[config.mk]
export PLATFORM = sky130hd
export DESIGN_NAME = parent_persona_top
export DESIGN_NICKNAME = d
export VERILOG_FILES = /design/src/design/emif_pkg.sv /design/src/design/pr_region_pkg.sv /design/src/design/emif_access_engine.sv /design/src/design/parent_persona_top.sv /design/src/design/persona_csr.sv /design/src/design/pr_handshake_ctrl.sv
export SDC_FILE = /design/constraint.sdc
export NUM_CORES = 1
export LEC_CHECK = 0
export ABC_AREA = 1
export BUFFER_PORTS_ARGS = -buffer_cell sky130_fd_sc_hd__clkbuf_2
export CAP_MARGIN = 5
export CELL_PAD_IN_SITES_DETAIL_PLACEMENT = 1
export CELL_PAD_IN_SITES_GLOBAL_PLACEMENT = 1
export CORE_AREA = 2 2 451 453
export CTS_BUF_LIST = sky130_fd_sc_hd__clkbuf_16
export CTS_CLUSTER_SIZE = 16
export DETAILED_ROUTE_END_ITERATION = 6
export DIE_AREA = 0 0 453 455
export PLACE_DENSITY = 0.45
export SYNTH_ARGS = -nofsm -noshare
export SYNTH_HDL_FRONTEND = slang
export SYNTH_SLANG_ARGS = --single-unit
[constraint.sdc]
create_clock -name pr_region_clk -period 27.4 [get_ports pr_region_clk]
set_input_delay 4.11 -clock pr_region_clk [delete_from_list [all_inputs] [get_ports pr_region_clk]]
set_output_delay 4.11 -clock pr_region_clk [all_outputs]
set_load 0.01 [all_outputs]
[src/design/emif_pkg.sv]
// memory port widths, lane count and the memory request/response structs
package emif_pkg;

   localparam int EMIF_ADDR_W = 25;
   localparam int EMIF_DATA_W = 512;
   localparam int LANES       = 16;                  // 32-bit lanes per word
   localparam int LANE_W      = EMIF_DATA_W / LANES; // 32

   // request towards the DDR controller
   typedef struct packed {
      logic                   read;
      logic                   write;
      logic [EMIF_ADDR_W-1:0] address;   // word address
      logic [EMIF_DATA_W-1:0] writedata; // full word, no byte enables
   } emif_req_t;                         // 539 bits

   // response from the DDR controller
   typedef struct packed {
      logic                   waitrequest;
      logic                   readdatavalid;
      logic [EMIF_DATA_W-1:0] readdata;
   } emif_rsp_t;                         // 514 bits

endpackage

[src/design/pr_region_pkg.sv]
// host register request/response structs, register map indices, engine command/status structs
package pr_region_pkg;

   // one host access as the register file sees it
   typedef struct packed {
      logic        read;
      logic        write;
      logic [15:0] addr;          // word address on the host slave
      logic [31:0] wdata;
      logic [3:0]  be;            // byte enables, bit 0 = byte 0
   } csr_req_t;                   // 54 bits

   // host response, readdata only meaningful with readdatavalid
   typedef struct packed {
      logic        waitrequest;
      logic        readdatavalid;
      logic [31:0] readdata;
   } csr_rsp_t;                   // 34 bits

   // command from register file to the memory engine
   typedef struct packed {
      logic                            start;   // one-cycle strobe
      logic                            op;      // 0 write, 1 read
      logic [emif_pkg::EMIF_ADDR_W-1:0] addr;   // memory word address
      logic [31:0]                     pattern; // lane i = pattern + i
   } mem_cmd_t;                   // 59 bits

   // engine status back to the register file
   typedef struct packed {
      logic        busy;
      logic        done;          // level, stays until next start
      logic        error;         // read timeout
      logic [31:0] result;        // xor fold of the read word
   } mem_status_t;                // 35 bits

   // register map, word indices
   localparam logic [15:0] REG_ID      = 16'd0;
   localparam logic [15:0] REG_SCRATCH = 16'd1;
   localparam logic [15:0] REG_ADDR    = 16'd2;
   localparam logic [15:0] REG_PATTERN = 16'd3;
   localparam logic [15:0] REG_CMD     = 16'd4;
   localparam logic [15:0] REG_STATUS  = 16'd5;
   localparam logic [15:0] REG_RESULT  = 16'd6;

   // status register bit positions
   localparam int STAT_BUSY_BIT  = 0;
   localparam int STAT_DONE_BIT  = 1;
   localparam int STAT_ERROR_BIT = 2;

endpackage

[src/design/emif_access_engine.sv]
// single-word memory write/read sequencer with read timeout and lane xor fold
`timescale 1ns/1ps

module emif_access_engine
   import pr_region_pkg::*;
   import emif_pkg::*;
#(
   parameter int READ_TIMEOUT = 64   // cycles to wait for readdatavalid
) (
   input  logic        pr_region_clk,
   input  logic        reset,
   input  logic        persona_clear,
   input  mem_cmd_t    mem_cmd,
   output mem_status_t mem_status,
   output emif_req_t   emif_req,
   input  emif_rsp_t   emif_rsp
);

   localparam int TMR_W = $clog2(READ_TIMEOUT + 1);

   typedef enum logic [1:0] {
      S_IDLE,      // waiting for a start strobe
      S_REQ,       // request on the port, held through waitrequest
      S_RD_WAIT    // read accepted, waiting for data
   } state_t;

   state_t                 state_q;
   logic                   clr;
   logic                   op_q;          // latched op
   logic [EMIF_ADDR_W-1:0] addr_q;
   logic [EMIF_DATA_W-1:0] wdata_q;
   logic [TMR_W-1:0]       timer_q;
   logic                   accepted;      // request taken this cycle
   logic                   done_q;
   logic                   error_q;
   logic [31:0]            result_q;

   // sixteen lanes, lane i = pattern + i
   function automatic logic [EMIF_DATA_W-1:0] build_word(input logic [LANE_W-1:0] pat);
      logic [EMIF_DATA_W-1:0] w;
      for (int i = 0; i < LANES; i++) begin
         w[i*LANE_W +: LANE_W] = pat + LANE_W'(i);
      end
      return w;
   endfunction

   // xor of all lanes
   function automatic logic [LANE_W-1:0] fold_word(input logic [EMIF_DATA_W-1:0] w);
      logic [LANE_W-1:0] acc;
      acc = '0;
      for (int i = 0; i < LANES; i++) begin
         acc = acc ^ w[i*LANE_W +: LANE_W];
      end
      return acc;
   endfunction

   assign clr      = reset | persona_clear;
   assign accepted = (state_q == S_REQ) && !emif_rsp.waitrequest;

   // control state
   always_ff @(posedge pr_region_clk) begin
      if (clr) begin
         state_q  <= S_IDLE;
         done_q   <= 1'b0;
         error_q  <= 1'b0;
         result_q <= '0;
         timer_q  <= '0;
      end else begin
         case (state_q)
            S_IDLE: begin
               if (mem_cmd.start) begin
                  state_q <= S_REQ;
                  done_q  <= 1'b0;        // new op, old status gone
                  error_q <= 1'b0;
               end
            end
            S_REQ: begin
               if (accepted) begin
                  timer_q <= '0;
                  if (op_q) begin
                     state_q <= S_RD_WAIT;
                  end else begin
                     state_q <= S_IDLE;   // write done next cycle
                     done_q  <= 1'b1;
                  end
               end
            end
            S_RD_WAIT: begin
               if (emif_rsp.readdatavalid) begin
                  result_q <= fold_word(emif_rsp.readdata);
                  done_q   <= 1'b1;
                  state_q  <= S_IDLE;
               end else if (timer_q == TMR_W'(READ_TIMEOUT - 1)) begin
                  error_q  <= 1'b1;       // gave up on the read
                  done_q   <= 1'b1;
                  state_q  <= S_IDLE;
               end else begin
                  timer_q  <= timer_q + 1'b1;
               end
            end
            default: state_q <= S_IDLE;
         endcase
      end
   end

   // command payload, loaded on start and stable while the request is held
   always_ff @(posedge pr_region_clk) begin
      if (state_q == S_IDLE && mem_cmd.start) begin
         op_q    <= mem_cmd.op;
         addr_q  <= mem_cmd.addr;
         wdata_q <= build_word(mem_cmd.pattern);
      end
   end

   assign emif_req.read      = (state_q == S_REQ) && op_q;
   assign emif_req.write     = (state_q == S_REQ) && !op_q;
   assign emif_req.address   = addr_q;
   assign emif_req.writedata = wdata_q;

   // busy covers the strobe cycle too, so a back-to-back command stalls
   assign mem_status.busy   = (state_q != S_IDLE) || mem_cmd.start;
   assign mem_status.done   = done_q;
   assign mem_status.error  = error_q;
   assign mem_status.result = result_q;

endmodule

[src/design/parent_persona_top.sv]
// parent persona top level, handshake + register file + memory engine
`timescale 1ns/1ps

module parent_persona_top
   import pr_region_pkg::*;
   import emif_pkg::*;
#(
   parameter logic [31:0] PERSONA_ID   = 32'h68707261,
   parameter int          READ_TIMEOUT = 64
) (
   input  logic                   pr_region_clk,
   input  logic                   reset,
   // static region handshake
   input  logic                   pr_handshake_start_req,
   output logic                   pr_handshake_start_ack,
   input  logic                   pr_handshake_stop_req,
   output logic                   pr_handshake_stop_ack,
   // ddr memory port
   input  logic                   emif_avmm_waitrequest,
   input  logic [EMIF_DATA_W-1:0] emif_avmm_readdata,
   input  logic                   emif_avmm_readdatavalid,
   output logic [EMIF_DATA_W-1:0] emif_avmm_writedata,
   output logic [EMIF_ADDR_W-1:0] emif_avmm_address,
   output logic                   emif_avmm_write,
   output logic                   emif_avmm_read,
   // host slave port
   output logic                   pr_region_avmm_waitrequest,
   output logic [31:0]            pr_region_avmm_readdata,
   output logic                   pr_region_avmm_readdatavalid,
   input  logic [31:0]            pr_region_avmm_writedata,
   input  logic [15:0]            pr_region_avmm_address,
   input  logic                   pr_region_avmm_write,
   input  logic                   pr_region_avmm_read,
   input  logic [3:0]             pr_region_avmm_byteenable
);

   logic        persona_clear;
   csr_req_t    host_req;
   csr_rsp_t    host_rsp;
   mem_cmd_t    mem_cmd;
   mem_status_t mem_status;
   emif_req_t   emif_req;
   emif_rsp_t   emif_rsp;

   // pins to structs
   assign host_req = '{read:  pr_region_avmm_read,  write: pr_region_avmm_write,
                       addr:  pr_region_avmm_address, wdata: pr_region_avmm_writedata,
                       be:    pr_region_avmm_byteenable};
   assign emif_rsp = '{waitrequest:   emif_avmm_waitrequest,
                       readdatavalid: emif_avmm_readdatavalid,
                       readdata:      emif_avmm_readdata};

   // structs to pins
   assign pr_region_avmm_waitrequest   = host_rsp.waitrequest;
   assign pr_region_avmm_readdatavalid = host_rsp.readdatavalid;
   assign pr_region_avmm_readdata      = host_rsp.readdata;
   assign emif_avmm_read               = emif_req.read;
   assign emif_avmm_write              = emif_req.write;
   assign emif_avmm_address            = emif_req.address;
   assign emif_avmm_writedata          = emif_req.writedata;

   pr_handshake_ctrl u_handshake (
      .pr_region_clk (pr_region_clk),
      .reset         (reset),
      .start_req     (pr_handshake_start_req),
      .stop_req      (pr_handshake_stop_req),
      .start_ack     (pr_handshake_start_ack),
      .stop_ack      (pr_handshake_stop_ack),
      .persona_clear (persona_clear)
   );

   persona_csr #(.PERSONA_ID(PERSONA_ID)) u_csr (
      .pr_region_clk (pr_region_clk),
      .reset         (reset),
      .persona_clear (persona_clear),
      .host_req      (host_req),
      .host_rsp      (host_rsp),
      .mem_cmd       (mem_cmd),
      .mem_status    (mem_status)
   );

   emif_access_engine #(.READ_TIMEOUT(READ_TIMEOUT)) u_engine (
      .pr_region_clk (pr_region_clk),
      .reset         (reset),
      .persona_clear (persona_clear),
      .mem_cmd       (mem_cmd),
      .mem_status    (mem_status),
      .emif_req      (emif_req),
      .emif_rsp      (emif_rsp)
   );

endmodule

[src/design/persona_csr.sv]
// host slave decode, register file, command stall and one-cycle read response
`timescale 1ns/1ps

module persona_csr
   import pr_region_pkg::*;
   import emif_pkg::*;
#(
   parameter logic [31:0] PERSONA_ID = 32'h68707261
) (
   input  logic        pr_region_clk,
   input  logic        reset,
   input  logic        persona_clear,
   input  csr_req_t    host_req,
   output csr_rsp_t    host_rsp,
   output mem_cmd_t    mem_cmd,
   input  mem_status_t mem_status
);

   logic                   clr;          // hw or sw reset
   logic                   cmd_hit;      // write aimed at REG_CMD
   logic                   stall;
   logic                   wr_acc;       // accepted write
   logic                   rd_acc;       // accepted read
   logic [31:0]            scratch_q;
   logic [31:0]            pattern_q;
   logic [EMIF_ADDR_W-1:0] addr_q;
   logic [31:0]            addr_merged;
   logic                   start_q;
   logic                   op_q;
   logic                   rvalid_q;
   logic [31:0]            rdata_q;
   logic [31:0]            rdata_nxt;

   // byte-lane merge of a host write into a 32-bit register
   function automatic logic [31:0] be_merge(input logic [31:0] old_val,
                                            input logic [31:0] wd,
                                            input logic [3:0]  be);
      logic [31:0] res;
      res = old_val;
      for (int b = 0; b < 4; b++) begin
         if (be[b]) res[b*8 +: 8] = wd[b*8 +: 8];
      end
      return res;
   endfunction

   assign clr     = reset | persona_clear;
   assign cmd_hit = host_req.write && (host_req.addr == REG_CMD);
   assign stall   = cmd_hit && mem_status.busy;   // hold host until engine frees up
   assign wr_acc  = host_req.write && !stall;
   assign rd_acc  = host_req.read;                // reads never stall

   // address kept as 32 bits for the merge, low bits stored
   assign addr_merged = be_merge({{(32-EMIF_ADDR_W){1'b0}}, addr_q},
                                 host_req.wdata, host_req.be);

   // writable registers
   always_ff @(posedge pr_region_clk) begin
      if (clr) begin
         scratch_q <= '0;
         pattern_q <= '0;
         addr_q    <= '0;
      end else if (wr_acc) begin
         case (host_req.addr)
            REG_SCRATCH: scratch_q <= be_merge(scratch_q, host_req.wdata, host_req.be);
            REG_ADDR:    addr_q    <= addr_merged[EMIF_ADDR_W-1:0];
            REG_PATTERN: pattern_q <= be_merge(pattern_q, host_req.wdata, host_req.be);
            default: ;                                // id, status, result read-only
         endcase
      end
   end

   // command strobe, issued the cycle after the write gets through
   always_ff @(posedge pr_region_clk) begin
      if (clr) begin
         start_q <= 1'b0;
         op_q    <= 1'b0;
      end else begin
         start_q <= wr_acc && cmd_hit;
         if (wr_acc && cmd_hit) op_q <= host_req.wdata[0];   // 1 = read
      end
   end

   assign mem_cmd.start   = start_q;
   assign mem_cmd.op      = op_q;
   assign mem_cmd.addr    = addr_q;
   assign mem_cmd.pattern = pattern_q;

   // read mux, unmapped and write-only words read zero
   always_comb begin
      rdata_nxt = '0;
      case (host_req.addr)
         REG_ID:      rdata_nxt = PERSONA_ID;
         REG_SCRATCH: rdata_nxt = scratch_q;
         REG_ADDR:    rdata_nxt = {{(32-EMIF_ADDR_W){1'b0}}, addr_q};
         REG_PATTERN: rdata_nxt = pattern_q;
         REG_STATUS: begin
            rdata_nxt[STAT_BUSY_BIT]  = mem_status.busy;
            rdata_nxt[STAT_DONE_BIT]  = mem_status.done;
            rdata_nxt[STAT_ERROR_BIT] = mem_status.error;
         end
         REG_RESULT:  rdata_nxt = mem_status.result;
         default:     rdata_nxt = '0;
      endcase
   end

   // fixed one-cycle read latency
   always_ff @(posedge pr_region_clk) begin
      if (clr) rvalid_q <= 1'b0;
      else     rvalid_q <= rd_acc;
   end

   always_ff @(posedge pr_region_clk) begin
      if (rd_acc) rdata_q <= rdata_nxt;   // payload only
   end

   assign host_rsp.waitrequest   = stall;
   assign host_rsp.readdatavalid = rvalid_q;
   assign host_rsp.readdata      = rdata_q;

endmodule

[src/design/pr_handshake_ctrl.sv]
// start/stop acknowledge generation and the persona clear level
`timescale 1ns/1ps

module pr_handshake_ctrl (
   input  logic pr_region_clk,
   input  logic reset,
   input  logic start_req,      // static region start handshake
   input  logic stop_req,       // stop, also used as persona sw reset
   output logic start_ack,
   output logic stop_ack,
   output logic persona_clear   // registered stop level
);

   // acks follow the request one cycle later
   // start is acked while the request is low, stop while it is high
   always_ff @(posedge pr_region_clk) begin
      if (reset) begin
         start_ack     <= 1'b0;
         stop_ack      <= 1'b0;
         persona_clear <= 1'b0;
      end else begin
         start_ack     <= ~start_req;
         stop_ack      <= stop_req;
         persona_clear <= stop_req;   // empties csr and engine state
      end
   end

endmodule

## After elaboration in Yosys (flattened, before gate mapping)

Cells that the tools add are included.

- Output and inout port bits: 575
- Bits of input ports: 572
- Flip-flop bits (word level): 707

- Mux-type cells: 20
- Equality and inequality tests: 16
- Bitwise logic cells: 17
- $add $sub $neg: 16
- Reduce and logical (&&, ||, !) cells: 35

Operators with widths:

| cell | count |
|---|---|
| $xor A32 B32 Y32 | 15 |
| $add A32 B4 Y32 const B | 8 |
| $pmux W29 S5 | 1 |
| $add A32 B3 Y32 const B | 4 |
| $add A32 B2 Y32 const B | 2 |
| $eq A16 B3 Y1 const B | 3 |
| $reduce_and A3 Y1 | 13 |
| $add A32 B1 Y32 const B | 1 |
| $eq A16 B2 Y1 const B | 2 |
| $mux W7 | 3 |
| $pmux W3 S6 | 1 |
| $eq A16 B1 Y1 const B | 1 |
| $logic_not A16 Y1 | 1 |
| $pmux W7 S2 | 1 |
| $mux W2 | 5 |
| $logic_and A1 B1 Y1 | 8 |
| $ne A2 B2 Y1 const B | 4 |
| $reduce_and A4 Y1 | 2 |
| $add A7 B1 Y7 const B | 1 |
| $eq A7 B6 Y1 const B | 1 |
| $mux W1 | 6 |
| $pmux W2 S3 | 1 |
| $reduce_bool A2 Y1 | 3 |
| $reduce_and A5 Y1 | 1 |
| other kinds (13) | 16 |

## Longest topological paths before layout

- Word-level depth: 15
- Gate-level depth with buffers: 13
- Mapped depth without buffers: 13

## Cells and area by module

A second synthesis with hierarchy kept.

- Cells, all modules: 4206
- Area, all modules: 37791.2 um2

By module, submodules not included:

| module | sequential area each (um2) | times used | area an instance (um2) | cells an instance |
|---|---|---|---|---|
| emif_access_engine | 15995.3 | 1 | 31645.4 | 3363 |
| persona_csr | 2802.7 | 1 | 6084.6 | 837 |
| pr_handshake_ctrl | 40.0 | 1 | 61.3 | 6 |

## Worst setup path before layout

No wires, ideal clock.

- Kind: register to register
- Start point: reg u_engine.state_q[0]
- End point: reg u_engine.error_q
- Data arrival time: 10.826 ns
- Cell stages (with the launch flop): 6
- Clock period less this slack: 11.380 ns
- Slack: 16.020 ns
- Required time: 26.846 ns
- Path through: dfxtp_1 > inv_1 > ha_1 > nand2_1 > inv_1 > a211oi_1

- Cells in the longest elaborated chain, start to end: 3
- Elaborated cells on any way between the ends: 8
- Classes of those cells: eq/ne (4); mux (1); reduce/logical (3)

RTL lines:

| item | RTL line | RTL |
|---|---|---|
| from (decl) | emif_access_engine.sv:27 | `state_t state_q;` |
| from (signal assigned) | emif_access_engine.sv:63 | `state_q <= S_IDLE;` |
| from (signal assigned) | emif_access_engine.sv:72 | `state_q <= S_REQ;` |
| from (signal assigned) | emif_access_engine.sv:81 | `state_q <= S_RD_WAIT;` |
| $eq A2 B2 Y1 or $logic_not A2 Y1 (tied branches) | emif_access_engine.sv:69 | `case (state_q)` |
| $ne A2 B1 Y1 (no source line), or another cell as far along | -- |  |
| $reduce_and A4 Y1 (no source line) | -- |  |
| to (signal assigned) | emif_access_engine.sv:65 | `error_q <= 1'b0;` |
| to (signal assigned) | emif_access_engine.sv:74 | `error_q <= 1'b0;` |
| to (signal assigned) | emif_access_engine.sv:94 | `error_q <= 1'b1;` |
| to (decl) | emif_access_engine.sv:35 | `logic error_q;` |

Parallel ways exist; a longest one is shown, timed or not.
A chain may end at the register's enable or synchronous reset.

## Worst setup path after layout

- Start point: in pr_region_avmm_address[15]
- End point: out pr_region_avmm_waitrequest

- Cells in the longest elaborated chain, start to end: 3

RTL lines:

| item | RTL line | RTL |
|---|---|---|
| from (decl) | parent_persona_top.sv:31 | `input logic [15:0] pr_region_avmm_address,` |
| $eq A16 B3 Y1 | persona_csr.sv:47 | `assign cmd_hit = host_req.write && (host_req.addr == REG_CMD);` |
| $logic_and A1 B1 Y1 | persona_csr.sv:47 |  |
| $logic_and A1 B1 Y1 | persona_csr.sv:48 | `assign stall = cmd_hit && mem_status.busy;` |
| to (decl) | parent_persona_top.sv:27 | `output logic pr_region_avmm_waitrequest,` |

No other way between the ends.

==> flow_summary.toml <==
[run]
drv_cap = 0

[pwr]
seq_power_share = 0.445
switchingPower_w = 0.000633
p_leak_nw = 22.6
p_int_w = 0.00182
pwr-share-clk = 0.460
power.density_nw_per_um2 = 51.6
p_total_w = 0.00245
netSwitchingFraction = 0.259
vdd_drop_max_mv = 0.0370
pwr-share-comb = 0.095

[cts]
clk_latency_ns = 0.72
cts.clk_slew.worst_paths_ns = 0.06
postCtsSetupBuffers = 0
holdBufCountCts = 0
clock-root-buffer = "clkbuf_16"
cts-buffers-inserted = 85
cts_tree = "built"
cts_resized = 0
clk_path_buf_depth = 3
cts.sinks = 673
cts-htree-levels = 3

[floorplan]
core_um2 = 201000
dieArea_um2 = 206000
rows = 165
io_pins = 1147
die_w_um = 453
die_h_um = 455
initial_core_util = 0.179

[timing]
hold_viol = 0
drv_slew = 0
post-route-period-util = 0.355
tns_ns = 0
tightest_slew_ns = 1.20
skew_ns = 0.0296
fin_crit_ns = 9.73
rsz0062_at_grt = "no"
max_freq_mhz = 103
max_slew_margin = 0.194
setup_viol_count_final = 0

[grt]
overflow = 0
first_global_vias = 31508
antenna_found_initial = 29
grt_start_max_net_pins = 162
grtUsageTotal = 0.166
grt_pass1_wl_mm = 240

[critical_path]
critPathMaxFanout = 12
critPathMostFrequentCell = "nor2_1"
arrival_ns = 5.62
critical_path.cell_chain = "clkbuf_2 -> nor2_1 -> nand2_1 -> nor2_1 -> buf_4 -> nand3_1 -> nor2_1 -> clkbuf_2"
slowest_delay_ns = 0.40
path_class = "input port to output port"
crit_path_start_kind = "input port"
cp_slowest_cell = "nor2_1"
required_ns = 23.29
crit_path_end_kind = "output port"

[yosys]
yosys_warnings = 0
ys_seq_area_frac = 0.524
async_flop_share = 0
synth_top_area_share = 0.448
synth_edf_count = 536
syn_area_um2 = 36000
netlist_top_cells_area = "edfxtp_1 (45%), xor2_1 (13%), nand2_1 (11%)"
netlist_instances = 3893
synth_top_area_cell = "edfxtp_1"
syn_nets = 4483
avgSynthCellArea_um2 = 9.24
yosys_most_used_dff = "edfxtp_1"
ys_ff_latch = 673
ys_types = 41

[worst_hold_path]
hold_path.class = "flop to flop"

[drt]
drc = 0
viasPerCell = 3.92
drtIter0Drc = 1461
final_antenna_net_count = 0
vias = 30481
firstDrtPassIters = 6
routedWlPerCell_um = 22.8
routed_wl_mm = 178

[run_status]
outcome = "finished clean"

[placement]
hpwl_mm = 144
gp_congestion = 0.858
portBuffers = 1146

[cells_and_area]
nNetsFinal = 5621
final_core_util = 0.236
layout-drive-gt1-share = 0.276
fillerInstances = 23786
syn_to_final_growth_pct = 32.0
path summary, 6_finish.rpt:
| check | start | to | slack (ns) | cells after the start |
|---|---|---|---|---|
| hold reg to reg | u_csr.op_q | u_engine.op_q | 0.44 | 0 |
| setup / recovery | pr_region_avmm_address[15] | pr_region_avmm_waitrequest | 17.67 | 8 |
| hold / removal | u_csr.op_q | u_engine.op_q | 0.44 | 0 |
| setup reg to reg | u_engine.state_q[0] | u_engine.wdata_q[346] | 23.56 | 6 |
per-stage QoR:
step / std cells / area [µm²] / worst slack (ns) / hold WS [ns]
after floorplan: 3893 / 36000 / 16.02 / 0.403
after global routing: 7781 / 47500 / 17.45 / 0.459
after detailed placement: 7616 / 44700 / 17.47 / 0.442
after global placement: 7616 / 44700 / 17.44 / 0.417
final: 7784 / 47500 / 17.67 / 0.436
after CTS: 7772 / 47400 / 17.47 / 0.444
cell type report:
class / instances / area, µm² / share of cell area
timing repair buffer: 1194 / 6110 / 0.129
clock inverter: 70 / 563 / 0.0119
multi-input combinational: 2573 / 14500 / 0.306
inverter: 504 / 1900 / 0.0401
tap: 2672 / 3340 / 0.0704
clock buffer: 86 / 2150 / 0.0453
antenna: 12 / 30.0 / 0.000633
sequential: 673 / 18800 / 0.397
logic make-up (layout without fill, tap and decap cells):
group / count (synthesis) / in the layout / share of synthesized area
mux: 1 / 1 / 0.000313
flops: 673 / 673 / 0.524
simple gates: 1620 / 1620 / 0.192
other cells: 0 / 12 / 0
fa+ha+maj: 18 / 18 / 0.00626
xor+xnor: 685 / 685 / 0.167
compound gates: 249 / 249 / 0.0371
buf+inv: 647 / 1854 / 0.0730
Yosys cell counts, drive strengths merged, types with 7 or more instances:
| cell type | n |
|---|---|
| clkinv | 10 |
| nand4 | 19 |
| edfxtp | 536 |
| nor3 | 25 |
| o22ai | 8 |
| ha | 18 |
| nor2 | 240 |
| nand3 | 267 |
| o21ai | 85 |
| nand3b | 7 |
| a21oi | 133 |
| clkbuf | 50 |
| buf | 93 |
| xor2 | 525 |
| nor4 | 10 |
| nand2b | 37 |
| nand2 | 1015 |
| xnor2 | 160 |
| dfxtp | 137 |
| o2111ai | 11 |
| inv | 494 |
cells in the final DEF (no fill, tap or decap), drive strengths merged:
| cell type | instances |
|---|---|
| nor4 | 10 |
| clkinvlp | 5 |
| o21ai | 85 |
| clkbuf | 1232 |
| nor2 | 240 |
| nand2b | 37 |
| xnor2 | 160 |
| a211oi | 3 |
| o2111ai | 11 |
| nand4 | 19 |
| clkinv | 50 |
| nor3 | 25 |
| edfxtp | 536 |
| dfxtp | 137 |
| bufinv | 6 |
| ha | 18 |
| nand3b | 7 |
| diode | 12 |
| buf | 48 |
| mux2 | 1 |
| o22ai | 8 |
| nand3 | 267 |
| nand2 | 1015 |
| o21a | 1 |
| o211a | 1 |
| inv | 513 |
| o211ai | 6 |
| o21bai | 1 |
| xor2 | 525 |
| a21oi | 133 |
worst max-delay path: cells and delay by family:
family	cells	cell delay [ns]
simple gates	5	0.90
buf+inv	3	0.59
per-layer routing:
metal  vias to the layer above  part of all wire  track usage
li1                      14685                 -            -
met1                     14754              0.39        0.183
met2                       850              0.55        0.324
met3                       192             0.038       0.0228
met4                         0             0.029       0.0520
met5                         -                 0            0
state kept, by name, summed over array words and instances (netlist names), 2 cells and up:
signal and flops:
u_engine.wdata_q 478, u_csr.pattern_q 32, u_csr.rdata_q 32, u_csr.scratch_q 32, u_engine.result_q 32, u_csr.addr_q 25, u_engine.addr_q 25, u_engine.timer_q 7
u_engine.state_q 2
power by group through the flow:
stage          logic, W  clock network, W  registers (W)
6_report       0.000233           0.00113        0.00109
5_1_grt        0.000268           0.00120        0.00109
4_1_cts        0.000240           0.00116        0.00109
3_5_place_dp   0.000239                 0        0.00111
3_3_place_gp   0.000233                 0        0.00111
2_1_floorplan  0.000134                 0        0.00111
Note: power is estimated with default switching activity, not from simulation.
